===== config.mk =====
export PLATFORM = sky130hd
export DESIGN_NAME = mul
export DESIGN_NICKNAME = d
export VERILOG_FILES = /design/src/exu_pkg.sv /design/src/mul.sv
export SDC_FILE = /design/constraint.sdc
export NUM_CORES = 1
export LEC_CHECK = 0
export ABC_AREA = 1
export BUFFER_PORTS_ARGS = -buffer_cell sky130_fd_sc_hd__buf_2
export CORE_UTILIZATION = 48
export DETAILED_ROUTE_END_ITERATION = 12
export PLACE_DENSITY = 0.66
export SYNTH_ARGS = -nofsm -noshare
export SYNTH_HDL_FRONTEND = slang
export SYNTH_SLANG_ARGS = --single-unit

===== constraint.sdc =====
create_clock -name clk -period 7.95 [get_ports clk]
set_input_delay 2.385 -clock clk [delete_from_list [all_inputs] [get_ports clk]]
set_output_delay 2.385 -clock clk [all_outputs]
set_load 0.01 [all_outputs]

===== src/exu_pkg.sv =====
package exu_pkg;

    localparam int xlen = 64;

    typedef logic [xlen-1:0] xword_t;  // one operand or result word
    typedef logic [31:0]     half_t;   // low half used by word mode
    typedef logic [5:0]      shamt_t;  // shift amount, 6 bits for rv64

    typedef enum logic [3:0] {
        op_add  = 4'd0,
        op_sub  = 4'd1,
        op_and  = 4'd2,
        op_or   = 4'd3,
        op_xor  = 4'd4,
        op_sll  = 4'd5,
        op_srl  = 4'd6,
        op_sra  = 4'd7,
        op_slt  = 4'd8,
        op_sltu = 4'd9,
        op_divu = 4'd10,
        op_remu = 4'd11,
        op_mul  = 4'd12,
        op_cmp  = 4'd13   // branch test, see cmp_e
    } alu_op_e;

    typedef enum logic [2:0] {
        cmp_eq  = 3'd0,
        cmp_ne  = 3'd1,
        cmp_lt  = 3'd2,
        cmp_ge  = 3'd3,
        cmp_ltu = 3'd4,
        cmp_geu = 3'd5
    } cmp_e;

    // final extension of the result
    typedef enum logic [1:0] {
        ext_none   = 2'd0,
        ext_w_sign = 2'd1,
        ext_w_zero = 2'd2,
        ext_h_sign = 2'd3
    } ext_e;

    typedef struct packed {
        alu_op_e op;
        cmp_e    cmp;
        logic    word;  // low 32 bits only, sign-extended result
        ext_e    ext;
        xword_t  src1;
        xword_t  src2;
    } exu_req_t;

    typedef struct packed {
        xword_t result;
        logic   cond;     // branch taken, op_cmp only
    } exu_rsp_t;

endpackage


===== src/mul.sv =====
`timescale 1ns/10ps

module mul #(
    parameter int MUL_STEP = 2   // multiplier bits retired per cycle
) (
    input  logic            clk,
    input  logic            rst_n,
    input  logic            start,
    input  exu_pkg::xword_t src1,
    input  exu_pkg::xword_t src2,
    output logic            done,
    output exu_pkg::xword_t product
);

    localparam int steps = exu_pkg::xlen / MUL_STEP;
    localparam int cnt_w = $clog2(steps);

    exu_pkg::xword_t  mcand;   // multiplicand, moves left
    exu_pkg::xword_t  mplier;  // multiplier, moves right
    exu_pkg::xword_t  acc;
    logic [cnt_w-1:0] cnt;     // steps left after the current one
    logic             running;

    // sum of the partial products for the low MUL_STEP multiplier bits
    function automatic exu_pkg::xword_t partial(
        input exu_pkg::xword_t mc,
        input exu_pkg::xword_t mp
    );
        exu_pkg::xword_t sum;
        sum = '0;
        for (int i = 0; i < MUL_STEP; i++) begin
            if (mp[i]) begin
                sum = sum + (mc << i);
            end
        end
        return sum;
    endfunction

    // first step is taken on the start edge itself
    always_ff @(posedge clk) begin
        if (start) begin
            acc    <= partial(src1, src2);
            mcand  <= src1 << MUL_STEP;
            mplier <= src2 >> MUL_STEP;
        end else if (running) begin
            acc    <= acc + partial(mcand, mplier);
            mcand  <= mcand << MUL_STEP;
            mplier <= mplier >> MUL_STEP;
        end
    end

    always_ff @(posedge clk or negedge rst_n) begin
        if (!rst_n) begin
            running <= 1'b0;
            cnt     <= '0;
            done    <= 1'b0;
        end else begin
            done <= 1'b0;
            if (start) begin
                running <= 1'b1;
                cnt     <= cnt_w'(steps - 2);
            end else if (running) begin
                if (cnt == '0) begin
                    running <= 1'b0;
                    done    <= 1'b1;   // last step lands together with done
                end else begin
                    cnt <= cnt - 1'b1;
                end
            end
        end
    end

    // only the low xlen bits are kept
    assign product = acc;

endmodule


==> impl_metrics.csv, run 1 <==
group,metric,value,unit
synth,synth.area.top_cells,"edfxtp_1 25%, nand2_1 18%, ha_1 9.0%",
cells_and_area,final_common_cell,"nand2_1",
global_route,first_global_vias,22300,
synth,mappedNetlistNets,3917,
synth,yosys_top_cell_area_share,0.249,
floorplanning,io_pins,196,
synth,syn-cell-area,0.0226,mm^2
clock_tree,tritoncts_num_sinks,195,
route,wirelength,85600,um
clock_tree,clkTransAtPathRegs,80,ps
synth,yosysSeqAreaShare,0.257,
sta,hold-worst-slack,511,ps
global_route,grt_pass1_wl,127000,um
clock_tree,post_cts_hold_buffers,0,
synth,yosys_warnings,0,
sta,final.setup.worst_slack,1780,ps
placement,dpl.hpwl,70300,um
synth,count_of_flip_flops_with_a_built_in_enable_after_synthesis,188,
clock_tree,cts_buffers,17,
route,ant_nets,0,
clock_tree,cts_max_path_buffers,2,
global_route,antenna_violations_before_repair,2,
route,detail_route.iter0.violations,2550,
synth,synth_compound_area_frac,0.207,
route,drt_drc_violations_left,0,
floorplanning,die_boundary_height,219,um
floorplanning,chip_width,219,um
global_route,grt_start_max_net_pins,96,
clock_tree,htreeDepth,4,
clock_tree,post_cts.repair.setup_buffers,0,
sta,final_max_slew_violation_count,0,
sta,maxSlewHeadroom,0.362,
route,via_per_inst,5.66,
placement,dpl-instance-area,0.0242,mm^2
floorplanning,initial_core_util,0.486,
run_status,status,"finished, final reports clean",
synth,post_synth_and_or_nand_nor_area_fraction,0.312,
clock_tree,post_cts.resized_instances,0,
synth,netlist_instances,3620,
power_and_ir_drop,vdd_drop_max,0.000188,V
synth,share_of_async_settable_or_async_resettable_flops_after_synthesis,0.0359,
setup_path,worstSetupEndpointType,"flop",
cells_and_area,synthToLayoutAreaGrowth,9.45,%
synth,synth-seq-cells,195,
global_route,total_global_route_track_usage,0.353,
setup_path,crit_path_max_incr_delay,520,ps
global_route,overflow,0,
sta,tightest_slew,948,ps
synth,synth_top_area_cell,"edfxtp_1",
clock_tree,buffer_cell_driving_the_clock_tree_root,"clkbuf_16",
route,vias,24800,
power_and_ir_drop,static-leakage-power,0.0125,uW
synth,synth_top_family_by_area,"simple AND/OR/NAND/NOR gates",
synth,yosys.area_share.xor_xnor,0.0325,
setup_path,worst-endpoint-arrival,6390,ps
sta,hold_violations,0,
floorplanning,die_area,0.0480,mm^2
cells_and_area,ant_diodes,0,
cells_and_area,layout.cell_area.non_filler,0.0248,mm^2
synth,synth.mux.area_fraction,0,
sta,setup_violations,0,
cells_and_area,finish.net_count,4062,
setup_path,worst_ep_required_time,8180,ps
sta,skew,15.1,ps
synth,syn_avg_cell_area,6.25,um^2
floorplanning,fp.coreArea,0.0466,mm^2
synth,synthFlopType,"edfxtp_1",
sta,finalCritPeriodShare,0.776,
placement,dpl_worst_slack,1650,ps
flow_run,cap_viol_max_count,0,
sta,post-route-min-period,6170,ps
setup_path,worstSetupPathType,"flop to flop",
setup_path,critical_path_peak_fanout,65,
worst_hold_path,min_path_type,"flop to flop",
sta,fin_setup_tns,0,ps
setup_path,crit_path_start_kind,"flop",
clock_tree,worst_skew_pair.late_latency,480,ps
synth,synthDistinctLibCells,49,
floorplanning,num_rows,79,
power_and_ir_drop,powerDensity,213,mW/mm^2
route,wire_per_inst,19.5,um
route,drtPass1Iterations,6,
placement,place_congestion,1.00,
clock_tree,tritoncts,"done",
sta,rsz0062_at_grt,"no",
placement,io_buffer_count,195,
synth,fraction_of_the_mapped_netlist_area_in_adder_cells,0.0928,
cells_and_area,post_route_cells_drive_above_1_share,0.0754,
setup_path,cpMostUsedCell,"nand2_1",
sta,peak_freq,162,MHz
cells_and_area,layout.cells.most_common_list,"1083 x nand2_1, 491 x inv_1, 347 x o21ai_0",
setup_path,worst_path_max_delay_cell,"nor4_1",
==> per-layer routing <==
metal / vias up / share of wire / track usage
met5: - / 0 / 0
met4: 0 / 0.036 / 0.136
met3: 137 / 0.089 / 0.0402
met2: 1068 / 0.42 / 0.522
met1: 11300 / 0.46 / 0.520
li1: 12300 / - / -
==> state kept, by name, summed over array words and instances (netlist names) <==
name / count
cnt: 5
done: 1
mcand: 62
mplier: 62
product: 64
running: 1
==> cells by family (layout without fill, tap and decap cells) <==
family,count (synthesis),after routing
and+or+nand+nor,1731,1731
DFF,195,195
buffers and inverters,588,746
adders and majority gates,166,166
AOI/OAI and AO/OA,856,856
xor gates and xnor gates,84,84
==> power by group <==
group / switching (uW) / internal [uW] / leakage, uW / total, uW
sequential: 217 / 1380 / 0.00214 / 1590
clock: 441 / 498 / 0.000289 / 939
combinational: 1840 / 913 / 0.0100 / 2750
==> per-stage QoR <==
step                      std cells  utilization  power [uW]
final                          4385        0.532        5290
after global routing           4385        0.532        5630
after CTS                      4385        0.532        5220
after detailed placement       4353        0.519        4280
after global placement         4353        0.519        4280
after floorplan                3620            -        3360
==> worst max-delay path: cells and delay by family (launching register included) <==
family,cells,cell delay (ps)
flops,1,330
fa+ha+maj,2,700
simple gates,14,2410
compound gates,7,1570
buf+inv,5,870
==> cell type report <==
cell class | count | area, um^2
clock buffer | 17 | 425
clock inverter | 15 | 180
fill | 4995 | 21800
inverter | 504 | 1900
multi-input combinational | 2837 | 14600
sequential | 195 | 5820
tap | 607 | 759
timing repair buffer | 210 | 1090
==> cells in the mapped netlist, types with 25 or more instances <==
cell type,instances
nand2_1,1084
inv_1,492
o21ai_0,347
nor2_1,324
a21oi_1,312
edfxtp_1,188
nand3_1,185
ha_1,163
clkbuf_1,64
xor2_1,52
a31oi_1,48
nor3_1,43
a21o_1,33
xnor2_1,32
o21ai_1,27
o21bai_1,25
==> path summary, 6_finish.rpt <==
check | from | end | slack (ps) | cells past startpoint
max | mplier[0]$_DFFE_PN_ | product[57]$_DFFE_PN_ | 1780 | 28
min | mplier[14]$_DFFE_PN_ | mplier[12]$_DFFE_PN_ | 510 | 2
max reg2reg | mplier[0]$_DFFE_PN_ | product[57]$_DFFE_PN_ | 1780 | 28
min reg2reg | mplier[14]$_DFFE_PN_ | mplier[12]$_DFFE_PN_ | 510 | 2
max in group asynchronous | rst_n | cnt[3]$_DFFE_PN0P_ | 6070 | 1
min in group asynchronous | rst_n | cnt[2]$_DFFE_PN0P_ | 1720 | 1
Power figures use the tool's default switching activity.
==> inputs of run 2 (changes only) <==
PLACE_DENSITY = 0.69   (was 0.66)
clock period = 4.95 ns   (was 7.95 ns; I/O delays follow)
==> run 2 against run 1 <==
The run now ends with setup timing left. Flip-flop and latch count did not move. Core utilization grew 6.2 points. Die area stayed put. First-iteration DRC count increased by 8.9%. Fmax is 23% higher. Power increased by 81%. Critical path type unchanged. Largest power group unchanged. Highest routed layer unchanged.
==> impl_metrics.csv, run 2 (synthesis results as in run 1) <==
group,metric,value,unit
cells_and_area,finish.net_count,4280,
floorplanning,io_pins,196,
setup_path,worst_path_max_delay_cell,"edfxtp_1",
global_route,overflow,0,
placement,dpl.hpwl,74400,um
cells_and_area,synthToLayoutAreaGrowth,22.2,%
global_route,grt_pass1_wl,134000,um
power_and_ir_drop,vdd_drop_max,0.000321,V
cells_and_area,n_fill_cell,4750,
setup_path,cpMostUsedCell,"nand2_1",
clock_tree,tritoncts_num_sinks,195,
clock_tree,cts_max_path_buffers,2,
cells_and_area,layout.cells.most_common_list,"1045 x nand2_1, 480 x inv_1, 300 x o21ai_0",
sta,post-route-min-period,5020,ps
clock_tree,htreeDepth,4,
cells_and_area,post_route_cells_drive_above_1_share,0.182,
setup_path,worst_path_dominant_cell_family,"simple AND/OR/NAND/NOR gates",
route,vias,26300,
clock_tree,clkTransAtPathRegs,80,ps
placement,place_congestion,1.01,
setup_path,worst_ep_required_time,5190,ps
floorplanning,chip_width,219,um
sta,hold_violations,0,
setup_path,critical_path_peak_fanout,5,
floorplanning,num_rows,79,
worst_hold_path,min_path_type,"flop to flop",
sta,skew,13.5,ps
flow_run,cap_viol_max_count,0,
setup_path,cp.buffers_inverters,5,
floorplanning,initial_core_util,0.486,
sta,peak_freq,199,MHz
cells_and_area,ant_diodes,0,
global_route,grt_start_max_net_pins,99,
route,ant_nets,0,
worst_hold_path,hold_start,"mplier[17]$_DFFE_PN_",
run_status,status,"finished with violations",
setup_path,crit_path_start_kind,"flop",
floorplanning,die_boundary_height,219,um
clock_tree,cts_buffers,17,
route,drt_drc_violations_left,0,
floorplanning,die_area,0.0480,mm^2
cells_and_area,final_util,0.594,
clock_tree,worst_skew_pair.late_latency,480,ps
sta,tightest_slew,988,ps
power_and_ir_drop,powerDensity,346,mW/mm^2
global_route,total_global_route_track_usage,0.371,
power_and_ir_drop,static-leakage-power,0.0138,uW
placement,io_buffer_count,195,
floorplanning,fp.coreArea,0.0466,mm^2
sta,maxSlewHeadroom,0.341,
setup_path,crit_path_max_incr_delay,470,ps
cells_and_area,largest_register_ffs,64,
setup_path,r2r_start,"mplier[0]$_DFFE_PN_",
sta,final.setup.worst_slack,-72.3,ps
route,detail_route.iter0.violations,2776,
clock_tree,post_cts_hold_buffers,0,
cells_and_area,final_common_cell,"nand2_1",
setup_path,timing.critical_path.from,"mplier[0]$_DFFE_PN_",
setup_path,worst-endpoint-arrival,5260,ps
setup_path,worstSetupEndpointType,"flop",
sta,rsz0062_at_grt,"yes",
route,drtPass1Iterations,7,
sta,final_max_slew_violation_count,0,
clock_tree,buffer_cell_driving_the_clock_tree_root,"clkbuf_16",
sta,setup_violations,2,
sta,finalCritPeriodShare,1.01,
global_route,first_global_vias,23800,
clock_tree,tritoncts,"done",
run_status,violations,"setup timing",
route,via_per_inst,5.70,
setup_path,worstSetupPathType,"flop to flop",
route,wire_per_inst,20.1,um
sta,hold-worst-slack,512,ps
route,wirelength,92500,um
global_route,antenna_violations_before_repair,0,
==> run 2: cell types whose count changed in the layout (fill, tap and decap cells not counted), sizes merged <==
cell,previous run,this run
buf,210,425
bufinv,3,1
clkbuf,17,20
clkinv,8,7
inv,506,508
==> run 2: tightest hold or removal path: stages, from the launching register on <==
cell and delay, ps:
edfxtp_1 320, nand2_1 50, nand2_1 40
==> run 2: area by class of cell <==
cell class / count / area [um^2] / share of cell area
Clock inverter: 14 / 128 / 0.00461
Sequential cell: 195 / 5820 / 0.210
Clock buffer: 17 / 425 / 0.0154
Timing Repair Buffer: 428 / 2900 / 0.105
Multi-Input combinational cell: 2837 / 15700 / 0.569
Tap cell: 607 / 759 / 0.0274
Inverter: 504 / 1900 / 0.0686
==> run 2: per-stage QoR <==
stage / cell area [um^2] / instances / total power, uW / worst slack (ps) / setup TNS (ps)
final: 27700 / 4602 / 9570 / -72.3 / -92.2
after global routing: 27700 / 4602 / 10100 / -251 / -2100
after CTS: 26100 / 4557 / 8770 / -51.9 / -51.9
after detailed placement: 25500 / 4525 / 7350 / -173 / -778
after global placement: 25500 / 4525 / 7350 / -212 / -639
after floorplan: 22600 / 3620 / 5390 / 183 / 0
==> run 2: repair_timing <==
item	in CTS	in global routing
gates resized for setup	8	311
hold endpoints to repair	0	0
gates cloned	0	4
pin swaps	1	58
setup buffers	1	41
setup endpoints to repair	11	38
==> run 2: final timing paths <==
| kind | to | slack [ps] | cells past startpoint |
|---|---|---|---|
| max | product[60]$_DFFE_PN_ | -70 | 27 |
| min | mplier[15]$_DFFE_PN_ | 510 | 2 |
| max reg2reg | product[60]$_DFFE_PN_ | -70 | 27 |
| min reg2reg | mplier[15]$_DFFE_PN_ | 510 | 2 |
| max in group asynchronous | cnt[4]$_DFFE_PN0P_ | 3970 | 1 |
| min in group asynchronous | done$_DFF_PN0_ | 830 | 1 |
==> run 2: power by group <==
group	internal (uW)	total, uW	switching (uW)
Combinational	2180	5560	3380
Clock	698	1400	706
Sequential	2210	2600	389
==> run 2: routing by layer <==
layer / wire (um) / up-vias / GRT usage
met5: 0 / - / 0
met4: 3590 / 0 / 0.142
met3: 8250 / 178 / 0.0535
met2: 40200 / 1245 / 0.560
met1: 40500 / 12100 / 0.531
li1: - / 12700 / -
