$ cat config.mk
export PLATFORM = sky130hd
export DESIGN_NAME = exu_ctrl
export DESIGN_NICKNAME = d
export VERILOG_FILES = /design/src/exu_pkg.sv /design/src/exu_ctrl.sv
export SDC_FILE = /design/constraint.sdc
export NUM_CORES = 1
export LEC_CHECK = 0
export ABC_CLOCK_PERIOD_IN_PS = 5500
export BUFFER_PORTS_ARGS = -buffer_cell sky130_fd_sc_hd__buf_4
export CORE_AREA = 4 4 233 235
export DETAILED_ROUTE_END_ITERATION = 6
export DIE_AREA = 0 0 237 239
export MAX_ROUTING_LAYER = met4
export PLACE_DENSITY = 0.38
export SYNTH_ARGS = -nofsm -noshare
export SYNTH_HDL_FRONTEND = slang
export SYNTH_SLANG_ARGS = --single-unit
$ cat constraint.sdc
create_clock -name clk -period 5.5 [get_ports clk]
set_input_delay 1.1 -clock clk [delete_from_list [all_inputs] [get_ports clk]]
set_output_delay 1.1 -clock clk [all_outputs]
set_load 0.01 [all_outputs]
$ cat src/exu_pkg.sv
package exu_pkg;

    localparam int xlen = 64;

    typedef logic [xlen-1:0] xword_t;  // one operand or result word
    typedef logic [31:0]     half_t;   // low half used by word mode
    typedef logic [5:0]      shamt_t;  // shift amount, 6 bits for rv64

    typedef enum logic [3:0] {
        op_add  = 4'd0,
        op_sub  = 4'd1,
        op_and  = 4'd2,
        op_or   = 4'd3,
        op_xor  = 4'd4,
        op_sll  = 4'd5,
        op_srl  = 4'd6,
        op_sra  = 4'd7,
        op_slt  = 4'd8,
        op_sltu = 4'd9,
        op_divu = 4'd10,
        op_remu = 4'd11,
        op_mul  = 4'd12,
        op_cmp  = 4'd13   // branch test, see cmp_e
    } alu_op_e;

    typedef enum logic [2:0] {
        cmp_eq  = 3'd0,
        cmp_ne  = 3'd1,
        cmp_lt  = 3'd2,
        cmp_ge  = 3'd3,
        cmp_ltu = 3'd4,
        cmp_geu = 3'd5
    } cmp_e;

    // final extension of the result
    typedef enum logic [1:0] {
        ext_none   = 2'd0,
        ext_w_sign = 2'd1,
        ext_w_zero = 2'd2,
        ext_h_sign = 2'd3
    } ext_e;

    typedef struct packed {
        alu_op_e op;
        cmp_e    cmp;
        logic    word;  // low 32 bits only, sign-extended result
        ext_e    ext;
        xword_t  src1;
        xword_t  src2;
    } exu_req_t;

    typedef struct packed {
        xword_t result;
        logic   cond;     // branch taken, op_cmp only
    } exu_rsp_t;

endpackage

$ cat src/exu_ctrl.sv
`timescale 1ns/10ps

module exu_ctrl #(
    parameter int MUL_STEP = 2
) (
    input  logic              clk,
    input  logic              rst_n,
    input  logic              req_valid,
    input  exu_pkg::exu_req_t req,
    output logic              busy,
    output exu_pkg::exu_req_t alu_req,
    input  exu_pkg::exu_rsp_t alu_rsp,
    output logic              mul_start,
    output exu_pkg::xword_t   mul_src1,
    output exu_pkg::xword_t   mul_src2,
    input  logic              mul_done,
    input  exu_pkg::xword_t   mul_product,
    output logic              rsp_valid,
    output exu_pkg::exu_rsp_t rsp
);

    typedef enum logic {
        st_idle,
        st_mul
    } state_e;

    state_e        state;
    logic          accept;
    logic          is_mul;
    logic          rsp_load;
    logic          mul_word;  // word and ext of the multiply in flight
    exu_pkg::ext_e mul_ext;

    // the multiplier shift pattern only covers these step sizes
    if (!(MUL_STEP == 1 || MUL_STEP == 2 || MUL_STEP == 4)) begin : g_step_check
        $error("exu_ctrl: MUL_STEP must be 1, 2 or 4");
    end

    assign accept    = req_valid && (state == st_idle);  // dropped while busy
    assign is_mul    = (req.op == exu_pkg::op_mul);
    assign mul_start = accept && is_mul;
    assign mul_src1  = req.src1;
    assign mul_src2  = req.src2;
    assign busy      = (state == st_mul);
    assign rsp_load  = (accept && !is_mul) || (busy && mul_done);

    // product reuses the alu extension path as product + 0
    always_comb begin
        if (state == st_mul) begin
            alu_req.op   = exu_pkg::op_add;
            alu_req.cmp  = exu_pkg::cmp_eq;
            alu_req.word = mul_word;
            alu_req.ext  = mul_ext;
            alu_req.src1 = mul_product;
            alu_req.src2 = '0;
        end else begin
            alu_req = req;
        end
    end

    always_ff @(posedge clk or negedge rst_n) begin
        if (!rst_n) begin
            state     <= st_idle;
            rsp_valid <= 1'b0;
        end else begin
            rsp_valid <= rsp_load;
            case (state)
                st_idle: if (mul_start) state <= st_mul;
                st_mul:  if (mul_done) state <= st_idle;
                default: state <= st_idle;
            endcase
        end
    end

    always_ff @(posedge clk) begin
        if (rsp_load) rsp <= alu_rsp;  // held until the next response
        if (mul_start) begin
            mul_word <= req.word;
            mul_ext  <= req.ext;
        end
    end

endmodule

==> impl_results.md, run 1 <==
* Commonest non-fill, non-tap cell in the layout: buf_4
* DR iter-0 viols at approximately 150
* Largest net degree at the start of global routing at 93
* MaxCap Viol Count at 0
* Share of cells above drive strength 1 at 82.7%
* Fraction of synthesized cell area in xor and xnor cells at 0%
* RSZ-0062 raised after global routing: false
* Leading cell types in the layout, fill and taps excluded: buf_4, nor2b_1, edfxtp_1, mux2_2, mux2_4
* Count of final setup violators at 0
* Hold-fix buffers at CTS at 0
* Sink Count at 70
* Crit Path Max Fanout at just over 50
* Syn Area/Cell at roughly 13 µm²
* Multi-input logic area at about 1400 µm²
* RePlAce Congestion at roughly 0.86
* P&R area growth vs syn at 103%
* Skew-Pair Late Insertion Delay at around 0.34 ns
* Final Skew at between 0.007 and 0.008 ns
* Rel. slew slack at between 30% and 40%
* Final Power at ~1800 µW
* Mapped Cells at 359
* Setup CP Type: flip-flop to output pin
* Die Y at 239 µm
* Global-route wire length before repair at 36000 µm
* Pwr per Cell Area at ~200 nW/µm²
* Hold Fails Final Rpt at 0
* DRC errors left at 0
* Clock Tree Root: clkbuf_16
* Largest family of logic cells by synthesized area: buffers and inverters
* Syn nets at 630
* # rows at 84
* Status: finished clean
* Number of global-route vias before repair at around 4700
* Compound-Gate Fraction of Synth Area at 0.305%
* Sequential area share after synthesis at approximately 46%
* Reg area at 2100 µm²
* P_leak at 0.00428 µW
* Min Clock Period, post-route at roughly 3.6 ns
* Post-synthesis mux area share at roughly 19%
* GRT Total Usage at a little under a tenth
* Clk slew on worst S/H paths at ~0.07 ns
* Yosys reg bits at 70
* Max Freq at around 280 MHz
* H-tree levels at 3
* Drt wl/cell at ~18 µm
* Worst setup EP type: output pin
* Die X at approximately 240 µm
* Critical Path AT at 2.50 ns
* Max VDD drop at between 0.0002 and 0.00025 V
* DR vias/cell at about 2.9
* CTS tree: built
* Clk buf depth at 2
* Die area at between 50000 and 60000 µm²
* Via Count at around 4400
* Drt first pass iters at 4
* PostCTS Resize Cnt at 0
* DP HPWL at between 20000 and 30000 µm
* R2R Setup Slk at 2.43 ns
* Netlist Area Pre-Place at 4520 µm²
* Initial antenna violation count at 11
* Global route overflow at 0
* Worst Hold Class: primary input to asynchronous set/reset pin
* Post-route ant nets at 0
* Crit path required time at about 4.4 ns
* Postcts setup bufs at 0
* Port buffer count at 604
* Simple-gate share of the synthesized area at between 10% and 20%
* Final setup TNS at 0 ns
* Synth cell types at 14
* Num CTS Buffers at 9
* # fillers at just under 6000
* Max-slew violation count at 0
* Core ar. at 52200 µm²
* CP Launch Type: flip-flop
* Nets at approximately 1100
* WL final at around 28000 µm
* Adder-cell share of the synthesized area at 0%
* # IOs at between 600 and 700
* Ys Warns at 0
* Initial Utilization at under 10%
* Final Cycle Share at 65.5%
* Worst-margin pin slew at 1.05 ns
==> metrics by stage <==
stage	hold slack (ns)	util, %	std cells	worst slack, ns	cell area, µm²
floorplan	0.764	-	359	2.30	4520
global placement	0.904	17.0	1510	1.98	8880
detailed placement	0.904	17.0	1510	1.95	8880
CTS	0.516	17.6	1526	1.86	9170
global route	0.515	17.6	1531	1.76	9180
finish	0.536	17.6	1532	1.90	9190
==> flip-flops by register name, summed over array words and instances, names as in the netlist <==
signal     flops
rsp           65
mul_ext        2
rsp_valid      1
mul_word       1
busy           1
==> final cells by class <==
type / count / area share, %
multi-input cells: 144 / 14.7
flip-flops and latches: 70 / 22.8
repair buffers: 607 / 49.7
clock buffers: 9 / 2.45
well taps: 688 / 9.37
clock inverters: 7 / 0.695
inverters: 1 / 0.0409
diodes: 6 / 0.163
==> cells by family after synthesis <==
kind of cell,after synthesis
AO/OA/AOI/OAI,2
AND/OR/NAND/NOR,74
flip-flops,70
buffers and inverters,145
multiplexers,68
==> where the power goes <==
| part | internal [µW] | total [µW] | switching, µW |
|---|---|---|---|
| sequential | 628 | 644 | 16.0 |
| combinational | 357 | 612 | 256 |
| clock | 316 | 574 | 259 |
==> layer usage <==
layer	part of all wire [%]	vias up	GRT usage [%]
li1	-	2049	-
met3	10	21	3.38
met5	0	-	-
met1	37	2017	10.2
met4	1.8	0	2.81
met2	51	321	15.6
==> worst max-delay path, stage by stage, from the launching register on <==
cell and delay [ns]:
dfrtp_4 0.75, nand4bb_1 0.61, nor2_1 0.51, buf_4 0.21
==> synth_stat cells, drive strengths merged <==
master	count	area [µm²]
buf	144	1070
nor2b	71	444
edfxtp	68	2040
mux2	68	871
dfrtp	2	50.1
inv	1	3.75
nand2b	1	6.26
nand4bb	1	11.3
nor2	1	3.75
o21a	1	7.51
o22ai	1	6.26
==> path summary, 6_finish.rpt <==
path                        startpoint   endpoint  cells past startpoint
setup / recovery                  busy  mul_start                      3
hold / removal                   rst_n       busy                      1
setup reg to reg                  busy    rsp[19]                      3
hold reg to reg                   busy       busy                      2
max in group asynchronous        rst_n       busy                      1
min in group clk           alu_rsp[24]    rsp[24]                      1
(Power assumes the default switching activity.)
==> run 2, diff against run 1 <==
Settings changed: ABC_CLOCK_PERIOD_IN_PS 5500 to 3100, CORE_AREA 4 4 233 235 to 4 4 231 233, DIE_AREA 0 0 237 239 to 0 0 235 237, PLACE_DENSITY 0.38 to 0.39.
Clock period 5.5 ns to 3.1 ns, I/O delays scaled along.
==> impl_results.md, run 2 (synthesized netlist as in run 1, its figures left out) <==
* Final Skew at around 0.0093 ns
* Via Count at roughly 4400
* Top delay family on crit path: simple AND/OR/NAND/NOR gates
* Worst path bufs/invs at 1
* Sink Count at 70
* Drt first pass iters at 4
* Die Y at ~240 µm
* GRT Total Usage at ~8.4%
* Postcts setup bufs at 0
* Reg2Reg Depth at 3
* Drt wl/cell at 16.5 µm
* Clk buf depth at 2
* Skew-Pair Late Insertion Delay at 0.35 ns
* Initial Utilization at just under 9%
* DRC errors left at 0
* Clk slew on worst S/H paths at ~0.060 ns
* # IOs at 605
* Leading cell types in the layout, fill and taps excluded: buf_4, nor2b_1, edfxtp_1, mux2_2, mux2_4
* Nets at about 1100
* Top reg by flops: rsp
* Initial antenna violation count at 7
* Commonest non-fill, non-tap cell in the layout: buf_4
* DR vias/cell at ~2.9
* Num CTS Buffers at 9
* Final setup TNS at 0 ns
* CTS tree: built
* Critical Path AT at just over 2 ns
* MaxCap Viol Count at 0
* Pwr per Cell Area at approximately 360 nW/µm²
* DR iter-0 viols at just under 100
* Die X at 235 µm
* PostCTS Resize Cnt at 0
* Count of final setup violators at 0
* Min Hold Slack at around 0.05 ns
* Crit path largest cell delay at roughly 0.61 ns
* # fillers at 5682
* Crit Path Max Fanout at 16
* Reg2Reg Capture Point: rsp[36]
* Setup CP Type: flip-flop to output pin
* Crit path required time at between 2 and 2.5 ns
* Port buffer count at approximately 600
* Worst setup EP type: output pin
* Share of cells above drive strength 1 at between 80% and 90%
* CP Cell Sequence: nand4bb_1, nor2_1, buf_4
* Post-Route Utilization at 18.2%
* Core ar. at between 50000 and 60000 µm²
* Worst Hold Class: primary input to asynchronous set/reset pin
* R2R Setup Slk at 1.01 ns
* Worst-margin pin slew at between 0.5 and 0.6 ns
* RSZ-0062 raised after global routing: false
* Hold Fails Final Rpt at 0
* Clock Tree Root: clkbuf_16
* P&R area growth vs syn at 106%
* Post-route ant nets at 0
* # rows at 83
* Rel. slew slack at between 60% and 70%
* DP HPWL at about 23000 µm
* Number of global-route vias before repair at 4760
* Max VDD drop at roughly 0.00043 V
* Max Freq at roughly 370 MHz
* WL final at about 25000 µm
* Reg2reg start: busy
* CP Launch Type: flip-flop
* Hold-fix buffers at CTS at 0
* RePlAce Congestion at between 0.9 and 1
* Largest net degree at the start of global routing at roughly 70
* Max reg flops at between 60 and 70
* Global route overflow at 0
* H-tree levels at 3
* Global-route wire length before repair at approximately 34000 µm
* Min Clock Period, post-route at around 2.7 ns
* Critical path's slowest cell: dfrtp_4
* Largest regs: rsp x65, mul_ext x2
* Max-slew violation count at 0
* Die area at 55700 µm²
* Final Cycle Share at between 80% and 90%
* P_leak at between 0.004 and 0.005 µW
* Status: finished clean
[run 2: final cells by class]
type	instances	area [µm²]	share of cell area (%)
Clock inverter	7	105	1.13
Timing Repair Buffer	612	4640	50.0
Sequential cell	70	2100	22.5
Antenna cell	8	20.0	0.215
Clock buffer	9	225	2.42
Inverter	1	3.75	0.0404
Multi-Input combinational cell	144	1350	14.5
Tap cell	680	851	9.15
[run 2: metal layers]
metal,vias to the layer above,global-route usage (%),wire length (µm)
li1,2057,-,-
met1,2035,7.99,8270
met2,322,14.9,13400
met3,30,3.42,2550
met4,0,4.19,973
met5,-,-,0
[run 2: through the flow]
stage                     instance area [µm²]  setup slack [ns]  total power, µW  std cells
final                                    9300             0.420             3360       1531
after global routing                     9290             0.197             3530       1529
after CTS                                9280             0.287             3440       1523
after detailed placement                 8950             0.609             2260       1507
after global placement                   8950             0.614             2270       1507
after floorplan                          4520             0.284             1600        359
[run 2: worst register-to-register path, stage by stage, from the launching register on]
cell and delay (ns):
dfrtp_4 0.61, nand4bb_1 0.47, o21a_2 0.52, buf_12 0.26
[run 2: worst max path at each step]
stage / cells past startpoint / endpoint / slack (ns) / startpoint
after CTS: 3 / mul_start / 0.29 / busy
after global placement: 4 / mul_start / 0.61 / req[134]
after floorplan: 4 / rsp[0] / 0.28 / busy
after detailed placement: 4 / mul_start / 0.61 / req[134]
final: 3 / mul_start / 0.42 / busy
after global routing: 3 / mul_start / 0.20 / busy
[run 2: report_power, final]
part	internal (µW)	total (µW)	switching [µW]
logic	644	1090	443
registers	1110	1130	20.9
clock network	716	1140	427
==> run 3, diff against run 2 <==
Settings changed: MAX_ROUTING_LAYER met4 to default.
==> impl_results.md, run 3 (synthesized netlist as in run 1, its figures left out) <==
* Status: finished clean
* Hold Fails Final Rpt at 0
* Critical path's slowest cell: dfrtp_4
* Die area at around 56000 µm²
* R2R Setup Slk at about 0.92 ns
* Min setup slack post-route at 0.313 ns
* CTS tree: built
* Worst setup EP type: output pin
* DP HPWL at between 20000 and 25000 µm
* Nets at 1111
* DRC errors left at 0
* Met2 Usage GRT at about 15%
* WL final at 25100 µm
* MaxCap Viol Count at 0
* Final Cycle Share at between 80% and 90%
* Pre-CTS setup slack at 0.607 ns
* P&R area growth vs syn at 105%
* Share of cells above drive strength 1 at about 83%
* Max VDD drop at 0.000333 V
* GRT Max-Usage Layer: met2
* Clk slew on worst S/H paths at 0.06 ns
* Post-route ant nets at 0
* Num CTS Buffers at 9
* Commonest non-fill, non-tap cell in the layout: buf_4
* DR vias/cell at between 2 and 3
* Critical Path AT at ~2.2 ns
* Met1 usage at 7.88%
* RSZ-0062 raised after global routing: false
* PostCTS Resize Cnt at 0
* Top reg by flops: rsp
* # rows at 83
* Design area at 9280 µm²
* Via Count at around 4400
* Crit Path Max Fanout at 17
* Min Clock Period, post-route at ~2.8 ns
* Die Y at roughly 240 µm
* P_leak at between 0.004 and 0.005 µW
* Max-slew violation count at 0
* DR iter-0 viols at between 80 and 90
* Largest net degree at the start of global routing at a little under 80
* Drt wl/cell at 16.3 µm
* Max Freq at around 360 MHz
* Reg area at roughly 2100 µm²
* Final Power at around 3300 µW
* Initial Utilization at just under 9%
* Pwr per Cell Area at 353 nW/µm²
* Sink Count at 70
* Crit path required time at ~2.5 ns
* GRT Total Usage at 8.10%
* CP Cell Sequence: nand4bb_1, nor2_1, buf_4
* Met3 usage at around 3.5%
* Die X at 235 µm
* Postcts setup bufs at 0
* # IOs at 605
* Core ar. at between 50000 and 60000 µm²
* Total placed instance area at between 8000 and 9000 µm²
* Hold-fix buffers at CTS at 0
* Initial antenna violation count at 8
* Top delay family on crit path: simple AND/OR/NAND/NOR gates
* H-tree levels at 3
* Final setup TNS at 0 ns
* Global-route wire length before repair at ~33000 µm
* Max reg flops at 65
* Clock Tree Root: clkbuf_16
* Skew-Pair Late Insertion Delay at approximately 0.35 ns
* Port buffer count at a little over 600
* Leading cell types in the layout, fill and taps excluded: buf_4, nor2b_1, edfxtp_1, mux2_2, mux2_4
* Crit path largest cell delay at about 0.6 ns
* Largest regs: rsp x65, mul_ext x2
* Count of final setup violators at 0
* Worst path bufs/invs at 1
* Setup CP Type: flip-flop to output pin
* Global route overflow at 0
* Final Skew at 0.00858 ns
* Worst-margin pin slew at between 0.5 and 0.6 ns
* Rel. slew slack at between 60% and 70%
* Multi-input logic area at 1350 µm²
* Drt first pass iters at 4
* Number of global-route vias before repair at 4534
* RePlAce Congestion at 0.921
* CP Launch Type: flip-flop
* # fillers at ~5600
* Clk buf depth at 2
* Worst Hold Class: primary input to asynchronous set/reset pin
## run 3: changes by cell type in the layout (fill, tap and decap cells not counted), sizes merged
cell / before / now
bufinv: 2 / 1
clkinvlp: 1 / 2
diode: 8 / 9
buf: 612 / 614
## run 3: where the power goes
part	internal (µW)	switching (µW)
Sequential	1110	21.1
Clock	632	425
Combinational	644	442
## run 3: final timing paths
| kind | startpoint | endpoint | cells after the start |
|---|---|---|---|
| max | busy | mul_start | 3 |
| min | rst_n | busy | 1 |
| max reg2reg | busy | rsp[50] | 3 |
| min reg2reg | busy | busy | 2 |
| max in group asynchronous | rst_n | busy | 1 |
| min in group clk | alu_rsp[21] | rsp[21] | 1 |
## run 3: final cells by class
class / count / share of cell area, %
clock inverters: 7 / 0.863
clock buffers: 9 / 2.43
inverters: 1 / 0.0405
diodes: 9 / 0.243
flip-flops and latches: 70 / 22.6
repair buffers: 614 / 50.1
multi-input cells: 144 / 14.6
well taps: 680 / 9.17
## run 3: layer usage
metal  part of all wire [%]  wire length, µm
met1                     33             8210
met2                     53            13400
met3                     10             2510
met4                    3.8              948
met5                  0.052               13
## run 3: per-stage QoR
| stage | utilization, % | instances | hold WS (ns) |
|---|---|---|---|
| 3_5_place_dp | 17.5 | 1509 | 0.410 |
| 5_1_grt | 18.1 | 1531 | 0.0294 |
| 6_report | 18.1 | 1534 | 0.0470 |
| 3_3_place_gp | 17.5 | 1509 | 0.408 |
| 4_1_cts | 18.1 | 1525 | 0.0184 |
| 2_1_floorplan | - | 359 | 0.324 |
